[config.mk]
export PLATFORM = sky130hd
export DESIGN_NAME = tiny_cpu
export DESIGN_NICKNAME = d
export VERILOG_FILES = /design/src/cpu_pkg.sv /design/src/tiny_cpu.sv /design/src/cpu_regs.sv /design/src/alu.sv /design/src/fetch_decode.sv /design/src/prog_mem.sv
export SDC_FILE = /design/constraint.sdc
export NUM_CORES = 1
export LEC_CHECK = 0
export BUFFER_PORTS_ARGS = -buffer_cell sky130_fd_sc_hd__buf_2
export CAP_MARGIN = 15
export CORE_MARGIN = 2
export CORE_UTILIZATION = 25
export CTS_BUF_LIST = sky130_fd_sc_hd__clkbuf_8
export DETAILED_ROUTE_END_ITERATION = 8
export GPL_ROUTABILITY_DRIVEN = 1
export PLACE_DENSITY = 0.42
export SETUP_SLACK_MARGIN = 0.02
export SKIP_CTS_REPAIR_TIMING = 1
export SYNTH_ARGS = -nofsm -noshare
export SYNTH_HDL_FRONTEND = slang
export SYNTH_SLANG_ARGS = --single-unit
[constraint.sdc]
create_clock -name clk -period 20.2 [get_ports clk]
set_input_delay 6.06 -clock clk [delete_from_list [all_inputs] [get_ports clk]]
set_output_delay 6.06 -clock clk [all_outputs]
set_load 0.05 [all_outputs]
[src/cpu_pkg.sv]
// widths, data types, opcode and control encodings shared by the tiny cpu
`default_nettype none

package cpu_pkg;

  //////////////////////////////
  // widths and sizes
  //////////////////////////////

  localparam int DATA_W     = 8;
  localparam int ADDR_W     = 4;
  localparam int PROG_DEPTH = 16;
  localparam int OPND_W     = 4;

  typedef logic [DATA_W-1:0] byte_t;
  typedef logic [ADDR_W-1:0] addr_t;
  typedef logic [OPND_W-1:0] nibble_t;

  //////////////////////////////
  // instruction encodings
  //////////////////////////////

  // upper nibble of the instruction byte, codes 12 to 15 act as nop
  typedef enum logic [3:0] {
    NOP    = 4'd0,
    LDA_LO = 4'd1,
    LDA_HI = 4'd2,
    LDB_LO = 4'd3,
    LDB_HI = 4'd4,
    LDC_LO = 4'd5,
    LDC_HI = 4'd6,
    ADD    = 4'd7,
    SUB    = 4'd8,
    MUL    = 4'd9,
    OUT    = 4'd10,
    IN     = 4'd11
  } opcode_e;

  // register named by the operand of in and out
  typedef enum logic [1:0] {
    REG_A    = 2'd0,
    REG_B    = 2'd1,
    REG_C    = 2'd2,
    REG_NONE = 2'd3
  } reg_sel_e;

  // where a register write takes its data from
  typedef enum logic [1:0] {
    SRC_IMM_LO = 2'd0,
    SRC_IMM_HI = 2'd1,
    SRC_ALU    = 2'd2,
    SRC_IN     = 2'd3
  } wr_src_e;

  typedef enum logic [1:0] {
    ALU_ADD = 2'd0,
    ALU_SUB = 2'd1,
    ALU_MUL = 2'd2
  } alu_op_e;

endpackage

`default_nettype wire
[src/tiny_cpu.sv]
// top level wiring program memory, decoder, alu and registers
`timescale 1ns/1ps
`default_nettype none

module tiny_cpu (
  input  logic           clk,
  input  logic           arst_n,
  input  logic           run,
  input  logic           prog_we,
  input  cpu_pkg::addr_t prog_addr,
  input  cpu_pkg::byte_t prog_data,
  input  cpu_pkg::byte_t in_data,
  output cpu_pkg::byte_t out_data,
  output logic           out_valid
);

  //////////////////////////////
  // internal nets
  //////////////////////////////

  cpu_pkg::addr_t    pc;
  cpu_pkg::byte_t    instr;
  logic              wr_a;
  logic              wr_b;
  logic              wr_c;
  cpu_pkg::wr_src_e  wr_src;
  cpu_pkg::nibble_t  imm;
  cpu_pkg::alu_op_e  alu_op;
  logic              out_en;
  cpu_pkg::reg_sel_e out_sel;
  cpu_pkg::byte_t    reg_a;
  cpu_pkg::byte_t    reg_b;
  cpu_pkg::byte_t    alu_result;

  prog_mem u_prog_mem (
    .clk       (clk),
    .arst_n    (arst_n),
    .prog_we   (prog_we),
    .prog_addr (prog_addr),
    .prog_data (prog_data),
    .pc        (pc),
    .instr     (instr),
    .run       (run)
  );

  fetch_decode u_fetch_decode (
    .clk     (clk),
    .arst_n  (arst_n),
    .run     (run),
    .instr   (instr),
    .pc      (pc),
    .wr_a    (wr_a),
    .wr_b    (wr_b),
    .wr_c    (wr_c),
    .wr_src  (wr_src),
    .imm     (imm),
    .alu_op  (alu_op),
    .out_en  (out_en),
    .out_sel (out_sel)
  );

  alu u_alu (
    .a      (reg_a),
    .b      (reg_b),
    .alu_op (alu_op),
    .result (alu_result)
  );

  cpu_regs u_cpu_regs (
    .clk        (clk),
    .arst_n     (arst_n),
    .wr_a       (wr_a),
    .wr_b       (wr_b),
    .wr_c       (wr_c),
    .wr_src     (wr_src),
    .imm        (imm),
    .alu_result (alu_result),
    .in_data    (in_data),
    .out_en     (out_en),
    .out_sel    (out_sel),
    .reg_a      (reg_a),
    .reg_b      (reg_b),
    .out_data   (out_data),
    .out_valid  (out_valid)
  );

endmodule

`default_nettype wire

[src/cpu_regs.sv]
// registers a, b and c with write-source select and the registered output port
`timescale 1ns/1ps
`default_nettype none

module cpu_regs (
  input  logic              clk,
  input  logic              arst_n,
  input  logic              wr_a,
  input  logic              wr_b,
  input  logic              wr_c,
  input  cpu_pkg::wr_src_e  wr_src,
  input  cpu_pkg::nibble_t  imm,
  input  cpu_pkg::byte_t    alu_result,
  input  cpu_pkg::byte_t    in_data,
  input  logic              out_en,
  input  cpu_pkg::reg_sel_e out_sel,
  output cpu_pkg::byte_t    reg_a,
  output cpu_pkg::byte_t    reg_b,
  output cpu_pkg::byte_t    out_data,
  output logic              out_valid
);

  localparam int HI = cpu_pkg::DATA_W - 1;
  localparam int LO = cpu_pkg::OPND_W;

  cpu_pkg::byte_t reg_c;
  cpu_pkg::byte_t wr_old;
  cpu_pkg::byte_t wr_data;

  // current value of the target for the half loads
  always_comb begin
    wr_old = reg_c;
    if (wr_a) begin
      wr_old = reg_a;
    end else if (wr_b) begin
      wr_old = reg_b;
    end
  end

  always_comb begin
    case (wr_src)
      cpu_pkg::SRC_IMM_LO: wr_data = {wr_old[HI:LO], imm};
      cpu_pkg::SRC_IMM_HI: wr_data = {imm, wr_old[LO-1:0]};
      cpu_pkg::SRC_ALU:    wr_data = alu_result;
      default:             wr_data = in_data;
    endcase
  end

  //////////////////////////////
  // register file
  //////////////////////////////

  always_ff @(posedge clk or negedge arst_n) begin
    if (!arst_n) begin
      reg_a <= '0;
      reg_b <= '0;
      reg_c <= '0;
    end else begin
      if (wr_a) reg_a <= wr_data;
      if (wr_b) reg_b <= wr_data;
      if (wr_c) reg_c <= wr_data;
    end
  end

  // output byte takes the value from before the edge and valid lasts one cycle
  always_ff @(posedge clk or negedge arst_n) begin
    if (!arst_n) begin
      out_data  <= '0;
      out_valid <= 1'b0;
    end else begin
      out_valid <= out_en;
      if (out_en) begin
        case (out_sel)
          cpu_pkg::REG_A: out_data <= reg_a;
          cpu_pkg::REG_B: out_data <= reg_b;
          cpu_pkg::REG_C: out_data <= reg_c;
          default:        out_data <= out_data;
        endcase
      end
    end
  end

  //////////////////////////////
  // checks
  //////////////////////////////

  // wr_old serves a single target only
  a_wr_onehot0 : assert property (
    @(posedge clk) disable iff (!arst_n)
    $onehot0({wr_a, wr_b, wr_c})
  ) else $error("more than one register write enable");

  // an output request always names a register
  a_out_sel_named : assert property (
    @(posedge clk) disable iff (!arst_n)
    out_en |-> (out_sel != cpu_pkg::REG_NONE)
  ) else $error("out_en raised without a register to output");

endmodule

`default_nettype wire

[src/alu.sv]
// combinational add, subtract and multiply of a and b, modulo 256
`timescale 1ns/1ps
`default_nettype none

module alu (
  input  cpu_pkg::byte_t   a,
  input  cpu_pkg::byte_t   b,
  input  cpu_pkg::alu_op_e alu_op,
  output cpu_pkg::byte_t   result
);

  cpu_pkg::byte_t sum;
  cpu_pkg::byte_t diff;
  cpu_pkg::byte_t prod;

  assign sum  = a + b;
  // two's complement, invert b and add one
  assign diff = a + ~b + 1'b1;

  // shift-add rows, upper bits fall off
  always_comb begin
    prod = '0;
    for (int i = 0; i < cpu_pkg::DATA_W; i++) begin
      if (b[i]) begin
        prod = prod + cpu_pkg::byte_t'(a << i);
      end
    end
  end

  always_comb begin
    case (alu_op)
      cpu_pkg::ALU_SUB: result = diff;
      cpu_pkg::ALU_MUL: result = prod;
      default:          result = sum;
    endcase
  end

endmodule

`default_nettype wire

[src/fetch_decode.sv]
// program counter and instruction decoder producing register-write controls
`timescale 1ns/1ps
`default_nettype none

module fetch_decode (
  input  logic              clk,
  input  logic              arst_n,
  input  logic              run,
  input  cpu_pkg::byte_t    instr,
  output cpu_pkg::addr_t    pc,
  output logic              wr_a,
  output logic              wr_b,
  output logic              wr_c,
  output cpu_pkg::wr_src_e  wr_src,
  output cpu_pkg::nibble_t  imm,
  output cpu_pkg::alu_op_e  alu_op,
  output logic              out_en,
  output cpu_pkg::reg_sel_e out_sel
);

  cpu_pkg::opcode_e  opcode;
  cpu_pkg::nibble_t  operand;
  cpu_pkg::reg_sel_e opnd_sel;
  cpu_pkg::reg_sel_e dest;

  // one step per run edge and wraps from 15 back to 0
  always_ff @(posedge clk or negedge arst_n) begin
    if (!arst_n) begin
      pc <= '0;
    end else if (run) begin
      pc <= cpu_pkg::addr_t'(pc + 1'b1);
    end
  end

  assign opcode  = cpu_pkg::opcode_e'(instr[cpu_pkg::DATA_W-1:cpu_pkg::OPND_W]);
  assign operand = instr[cpu_pkg::OPND_W-1:0];

  // operands above 2 name no register
  always_comb begin
    case (operand)
      4'd0:    opnd_sel = cpu_pkg::REG_A;
      4'd1:    opnd_sel = cpu_pkg::REG_B;
      4'd2:    opnd_sel = cpu_pkg::REG_C;
      default: opnd_sel = cpu_pkg::REG_NONE;
    endcase
  end

  //////////////////////////////
  // decode
  //////////////////////////////

  always_comb begin
    dest   = cpu_pkg::REG_NONE;
    wr_src = cpu_pkg::SRC_IMM_LO;
    alu_op = cpu_pkg::ALU_ADD;
    out_en = 1'b0;
    if (run) begin
      case (opcode)
        cpu_pkg::LDA_LO, cpu_pkg::LDB_LO, cpu_pkg::LDC_LO: begin
          wr_src = cpu_pkg::SRC_IMM_LO;
          dest   = (opcode == cpu_pkg::LDA_LO) ? cpu_pkg::REG_A :
                   (opcode == cpu_pkg::LDB_LO) ? cpu_pkg::REG_B : cpu_pkg::REG_C;
        end
        cpu_pkg::LDA_HI, cpu_pkg::LDB_HI, cpu_pkg::LDC_HI: begin
          wr_src = cpu_pkg::SRC_IMM_HI;
          dest   = (opcode == cpu_pkg::LDA_HI) ? cpu_pkg::REG_A :
                   (opcode == cpu_pkg::LDB_HI) ? cpu_pkg::REG_B : cpu_pkg::REG_C;
        end
        cpu_pkg::ADD, cpu_pkg::SUB, cpu_pkg::MUL: begin
          wr_src = cpu_pkg::SRC_ALU;
          dest   = cpu_pkg::REG_C;
          alu_op = (opcode == cpu_pkg::ADD) ? cpu_pkg::ALU_ADD :
                   (opcode == cpu_pkg::SUB) ? cpu_pkg::ALU_SUB : cpu_pkg::ALU_MUL;
        end
        cpu_pkg::IN: begin
          wr_src = cpu_pkg::SRC_IN;
          dest   = opnd_sel;
        end
        cpu_pkg::OUT: out_en = (opnd_sel != cpu_pkg::REG_NONE);
        default: dest = cpu_pkg::REG_NONE;
      endcase
    end
  end

  assign wr_a    = (dest == cpu_pkg::REG_A);
  assign wr_b    = (dest == cpu_pkg::REG_B);
  assign wr_c    = (dest == cpu_pkg::REG_C);
  assign imm     = operand;
  assign out_sel = opnd_sel;

endmodule

`default_nettype wire

[src/prog_mem.sv]
// program store with external write port and combinational fetch at pc
`timescale 1ns/1ps
`default_nettype none

module prog_mem (
  input  logic          clk,
  input  logic          arst_n,
  input  logic          prog_we,
  input  cpu_pkg::addr_t prog_addr,
  input  cpu_pkg::byte_t prog_data,
  input  cpu_pkg::addr_t pc,
  output cpu_pkg::byte_t instr,
  input  logic          run
);

  cpu_pkg::byte_t mem [cpu_pkg::PROG_DEPTH];

  // every byte clears to zero, which decodes as nop
  always_ff @(posedge clk or negedge arst_n) begin
    if (!arst_n) begin
      for (int i = 0; i < cpu_pkg::PROG_DEPTH; i++) begin
        mem[i] <= '0;
      end
    end else if (prog_we) begin
      mem[prog_addr] <= prog_data;
    end
  end

  // fetch is zero-cycle, a byte written at an edge is visible right after it
  assign instr = mem[pc];

  //////////////////////////////
  // checks
  //////////////////////////////

  // the program may only change while the core is stopped
  a_no_write_while_run : assert property (
    @(posedge clk) disable iff (!arst_n)
    !(prog_we && run)
  ) else $error("program write while run is high");

endmodule

`default_nettype wire

* After elaboration in Yosys (flattened, before gate mapping)
Cells that the tools add are included.
** Word-level totals
- Flip-flop bits (word level) :: 165
- Input port bits :: 24
- Output and inout bits :: 9
- Word-level logic and storage cells :: 105
** Operators by class
- Add/subtract/negate cells :: 11
- $lt $le $gt $ge :: 3
- Equal/unequal tests :: 22
- Multiplexer cells :: 34
- Bitwise gates (word level) :: 3
- Reductions and logical operators :: 10
** Operators with widths (number)
- $bwmux W128 :: 1
- $mux W8 :: 13
- $add A8 B8 Y8 :: 9
- $pmux W8 S3 :: 2
- $bmux W8 S4 :: 1
- $demux W8 S4 :: 1
- $mux W2 :: 10
- $eq A4 B3 Y1 const B :: 4
- $eq A4 B4 Y1 const B :: 4
- $pmux W8 S2 :: 1
- $eq A4 B2 Y1 const B :: 3
- $pmux W2 S3 :: 2
- $ge A5 B5 Y1 const B :: 2
- $not A4 Y5 :: 2
- $reduce_or A3 Y1 :: 3
- $add A8 B1 Y8 const B :: 1
- $eq A2 B1 Y1 const B :: 4
- $eq A2 B2 Y1 const B :: 4
- $eq A4 B1 Y1 const B :: 2
- $not A8 Y8 :: 1
- $pmux W2 S4 :: 1
- $logic_not A2 Y1 :: 3
- $lt A5 B1 Y1 const B :: 1
- $add A4 B1 Y4 const B :: 1
- 6 further kinds :: 7

* Logic depth before layout (Yosys ltp)
- Word-level depth :: 17
- Gate-level depth with buffers :: 39
- Depth with buffers taken out :: 38

* Cells and area by module
A second synthesis with hierarchy kept.
** Second synthesis, totals
- Cell total of the unflattened synthesis :: 907
- Area, all modules :: 10515.1 µm²
** Modules (own cells, without submodules)
- prog_mem :: instances 1, cells each 365, area each 5915.7 µm², sequential area each 3203.1 µm²
- cpu_regs :: instances 1, cells each 236, area each 2258.4 µm², sequential area each 825.8 µm²
- alu :: instances 1, cells each 256, area each 1910.6 µm², sequential area each 0.0 µm²
- fetch_decode :: instances 1, cells each 50, area each 430.4 µm², sequential area each 100.1 µm²

* Least setup slack after synthesis
Ideal clock, no wire load.
- Path kind :: input-to-reg
- Start point :: input run
- End point :: register u_cpu_regs.reg_a[3]
- Data arrival time :: 8.279 ns
- Required time :: 20.079 ns
- Setup slack :: 11.800 ns
- Stages on the path :: 10
- Buffers on the path :: 3
- Cells stage by stage :: clkbuf_1 -> clkbuf_1 -> nand3_1 -> ha_1 -> clkbuf_1 -> a221o_1 -> a22oi_1 -> o22ai_1 -> a31o_2 -> a22o_1
** On the way
- Cells in the longest elaborated chain, start to end :: 5
- Elaborated cells between the ends (all ways) :: 14
** Ends and longest elaborated chain
- from (decl) :: RTL line tiny_cpu.sv:8 : input logic run,
- $mux W2 :: RTL line fetch_decode.sv:57 : if (run) begin
- $eq A2 B1 Y1 :: RTL line fetch_decode.sv:86 : assign wr_b = (dest == cpu_pkg::REG_B);
- $mux W8 :: RTL line cpu_regs.sv:35 : end else if (wr_b) begin
- $mux W8 :: RTL line cpu_regs.sv:33 : if (wr_a) begin
- $pmux W8 S3 :: RTL line cpu_regs.sv:41 : case (wr_src)
- to (signal assigned) :: RTL line cpu_regs.sv:59 : if (wr_a) reg_a <= wr_data;
- to (decl) :: RTL line cpu_regs.sv:17 : output cpu_pkg::byte_t reg_a,
Several ways; a longest one is shown, not always the timed one.
A chain may end at the register's enable or synchronous reset.

* Worst setup path after layout
- Start point :: register u_cpu_regs.reg_b[0]
- End point :: register u_cpu_regs.reg_b[7]
** On the way
- Cells in the longest elaborated chain, start to end :: 17
- Elaborated cells between the ends (all ways) :: 21
** Ends and longest elaborated chain
- from (decl) :: RTL line cpu_regs.sv:18 : output cpu_pkg::byte_t reg_b,
- from (signal assigned) :: RTL line cpu_regs.sv:60 : if (wr_b) reg_b <= wr_data;
- $mux W8 :: RTL line alu.sv:24 : if (b[i]) begin
- $add A8 B8 Y8 :: RTL line alu.sv:25 : prod = prod + cpu_pkg::byte_t'(a << i);
- $mux W8 :: RTL line alu.sv:24
- $add A8 B8 Y8 :: RTL line alu.sv:25
- $mux W8 :: RTL line alu.sv:24
- $add A8 B8 Y8 :: RTL line alu.sv:25
- $mux W8 :: RTL line alu.sv:24
- $add A8 B8 Y8 :: RTL line alu.sv:25
- $mux W8 :: RTL line alu.sv:24
- $add A8 B8 Y8 :: RTL line alu.sv:25
- $mux W8 :: RTL line alu.sv:24
- $add A8 B8 Y8 :: RTL line alu.sv:25
- $mux W8 :: RTL line alu.sv:24
- $add A8 B8 Y8 :: RTL line alu.sv:25
- $mux W8 :: RTL line alu.sv:24
- $pmux W8 S2 (*) :: RTL line alu.sv:31 : case (alu_op)
- $pmux W8 S3 (*) :: RTL line cpu_regs.sv:41
Mark *: on every way between the ends. The rest lies on a longest branch, timed or not.

==> results.cfg <==
[status]
status = finished clean

[yosys]
yosysSeqAreaShare_pct = 42.2
synth_fa_ha_area_share_pct = 6.52
synth_xor_xnor_area_share_pct = 2.44
syn_area_um2 = 9780
synthArstFlopShare_pct = 100
synth-seq-cells = 165
synth_top_family_by_area = multiplexers
ys_top_cells_by_area = dfrtp_1 42%, mux2_2 16%, mux4_2 7.4%, ha_1 5.0%, nand2_1 2.8%
synth-simple-area-share_pct = 9.42
synth.area.mux_share_pct = 23.3
syn_avg_cell_area_um2 = 11.6
yosys.area.top_type_share_pct = 42.2
synth_cell_types = 76
synth_top_area_cell = dfrtp_1
synth_compound_area_share_pct = 13.0
synth_warnings = 0
netlist_instances = 846
synth-main-ff-cell = dfrtp_1
syn_nets = 916
synth_edf_count = 0

[placement]
preCtsSetupSlack_ns = 11.69
place_hpwl_um = 18500
io_buffers = 32
gp_congestion = 0.831

[floorplanning]
die_area_um2 = 40700
coreArea_um2 = 38600
die_w_um = 202
dieHeight_um = 202
ios = 33
num_rows = 72
initial_core_util_pct = 25.3

[clock_network]
cts_root_buffer = clkbuf_8
h-tree-depth = 4
clk_pin_slew_worst_paths_ns = 0.09
clock_path_buffers = 2
cts_tree = built
cts_buffers = 17
clock_latency_ns = 0.47
cts.sinks = 165

[critical_path]
endpoint_kind = register
cpPeakStageDelay_ns = 0.68
cp.arrival_ns = 8.85
slowest_stage = dfrtp_1
r2r_slack_ns = 11.75
critPathLaunch = u_cpu_regs.reg_b[0]$_DFFE_PN0P_
start_kind = register
criticalPathCategory = register to register
cp_max_fo = 13
r2r_start = u_cpu_regs.reg_b[0]$_DFFE_PN0P_
required_ns = 20.60

[pwr]
leakage_nw = 4.67
powerDensity_nw_per_um2 = 153
peakVddDrop_mv = 0.0540

[global_routing]
grtUsageTotal_pct = 13.2
grt_max_degree = 88
antenna_found_initial = 0
grt_pass1_vias = 6879
grt-ovfl-total = 0
grt_pass1_wl_um = 41400

[run]
cap_violations = 0

[route]
wirelength_um = 26200
ant_nets = 0
dr.first_iter.drc_count = 358
vias = 6759
drc_errors = 0
wire_per_inst_um = 18.8
drtPass1Iterations = 5
vias_per_cell = 4.85

[sta]
setup_ws_ns = 11.75
hold_viol = 0
worst_pin_slew_ns = 1.09
rsz0062_at_grt = false
post-route-period-util_pct = 41.8
tns_ns = 0
fmax_ghz = 0.118
relSlewSlack_pct = 26.8
final-setup-viol-count = 0
finClkSkew_ns = 0.0231
drv_slew = 0
min_period_ns = 8.45

[finish]
syn_to_final_growth_pct = 11.1
fillers = 4067
multiInputGateArea_um2 = 5350
final_nets = 933
drive_above_1_share_pct = 28.8
final_common_cell = dfrtp_1
n_antenna_cell = 0
ff_latch_area_um2 = 4130
layout_common_cells = 164 x dfrtp_1, 136 x mux2_2, 72 x nand2_1

[min_path]
holdCritStartpoint = u_cpu_regs.out_data[7]$_DFFE_PN0P_
hp-class = register to register
[per-stage QoR]
stage | util [%] | cells | hold WS, ns | power [mW] | area, µm²
finish | 28.1 | 1394 | 0.477 | 1.66 | 10900
global route | 28.1 | 1394 | 0.518 | 1.80 | 10900
CTS | 28.1 | 1394 | 0.485 | 1.68 | 10900
detailed placement | 27.0 | 1362 | 0.465 | 1.42 | 10400
global placement | 27.0 | 1362 | 0.464 | 1.42 | 10400
floorplan | - | 846 | 0.451 | 1.18 | 9780
[critical path, delay by kind of cell (launching register included)]
| family | cells | cell delay, ns |
|---|---|---|
| adders and majority gates | 7 | 2.38 |
| AOI/OAI and AO/OA | 13 | 2.33 |
| xor gates and xnor gates | 7 | 1.41 |
| and+or+nand+nor | 8 | 1.31 |
| DFF | 1 | 0.68 |
| muxes | 1 | 0.21 |
| buffers and inverters | 1 | 0.06 |
[worst paths after layout]
path	cells past startpoint	to
setup / recovery	37	u_cpu_regs.reg_b[7]$_DFFE_PN0P_
hold / removal	2	u_cpu_regs.out_data[7]$_DFFE_PN0P_
min in group asynchronous	1	u_prog_mem.mem[20]$_DFFE_PN0P_
setup reg to reg	37	u_cpu_regs.reg_b[7]$_DFFE_PN0P_
hold reg to reg	2	u_cpu_regs.out_data[7]$_DFFE_PN0P_
max in group asynchronous	2	u_prog_mem.mem[85]$_DFFE_PN0P_
[state kept, by name, indices dropped and copies added, names as in the netlist]
name,count
u_cpu_regs.out_data,8
u_cpu_regs.out_valid,1
u_cpu_regs.reg_a,8
u_cpu_regs.reg_b,8
u_cpu_regs.reg_c,8
u_fetch_decode.pc,4
u_prog_mem.mem,128
[per-layer routing]
metal / GRT usage, % / wire, µm / share of wire [%] / vias up
met4: 3.23 / 394 / 1.5 / 0
li1: - / - / - / 3155
met2: 21.4 / 12300 / 47 / 118
met3: 2.16 / 903 / 3.5 / 29
met5: 0 / 0 / 0 / -
met1: 18.3 / 12600 / 48 / 3457
[power breakdown]
part           switching [mW]  internal, mW
Clock                   0.136         0.117
Sequential             0.0806         0.418
Combinational           0.531         0.382
[synth_stat cells, types with 5 or more instances]
cell type	number
o31ai_1	7
inv_1	29
o211ai_1	6
fa_1	7
nor2b_1	10
clkbuf_1	30
xor2_1	6
dfrtp_1	165
nand4_1	5
and2_1	5
a21o_1	13
xnor2_1	16
mux2_2	136
a31oi_1	5
nand2_1	72
o21ai_0	42
a22o_1	12
nor2_1	44
mux4_2	32
nand2b_1	13
o22ai_1	6
a22oi_1	11
a221o_1	5
nand3_1	8
buf_2	5
a21oi_1	33
ha_1	39
[layout make-up]
type / instances / area share [%]
tap: 518 / 5.97
clock inverter: 14 / 1.55
multi-input combinational: 611 / 49.2
clock buffer: 18 / 2.28
timing repair buffer: 37 / 1.88
inverter: 31 / 1.07
sequential: 165 / 38.0
[cells by family after synthesis]
kind of cell	after synthesis
AO/OA/AOI/OAI	180
buffers and inverters	70
AND/OR/NAND/NOR	189
XOR/XNOR	24
flip-flops	165
multiplexers	171
adder cells (fa/ha/maj)	47
Note: power is estimated with default switching activity, not from simulation.
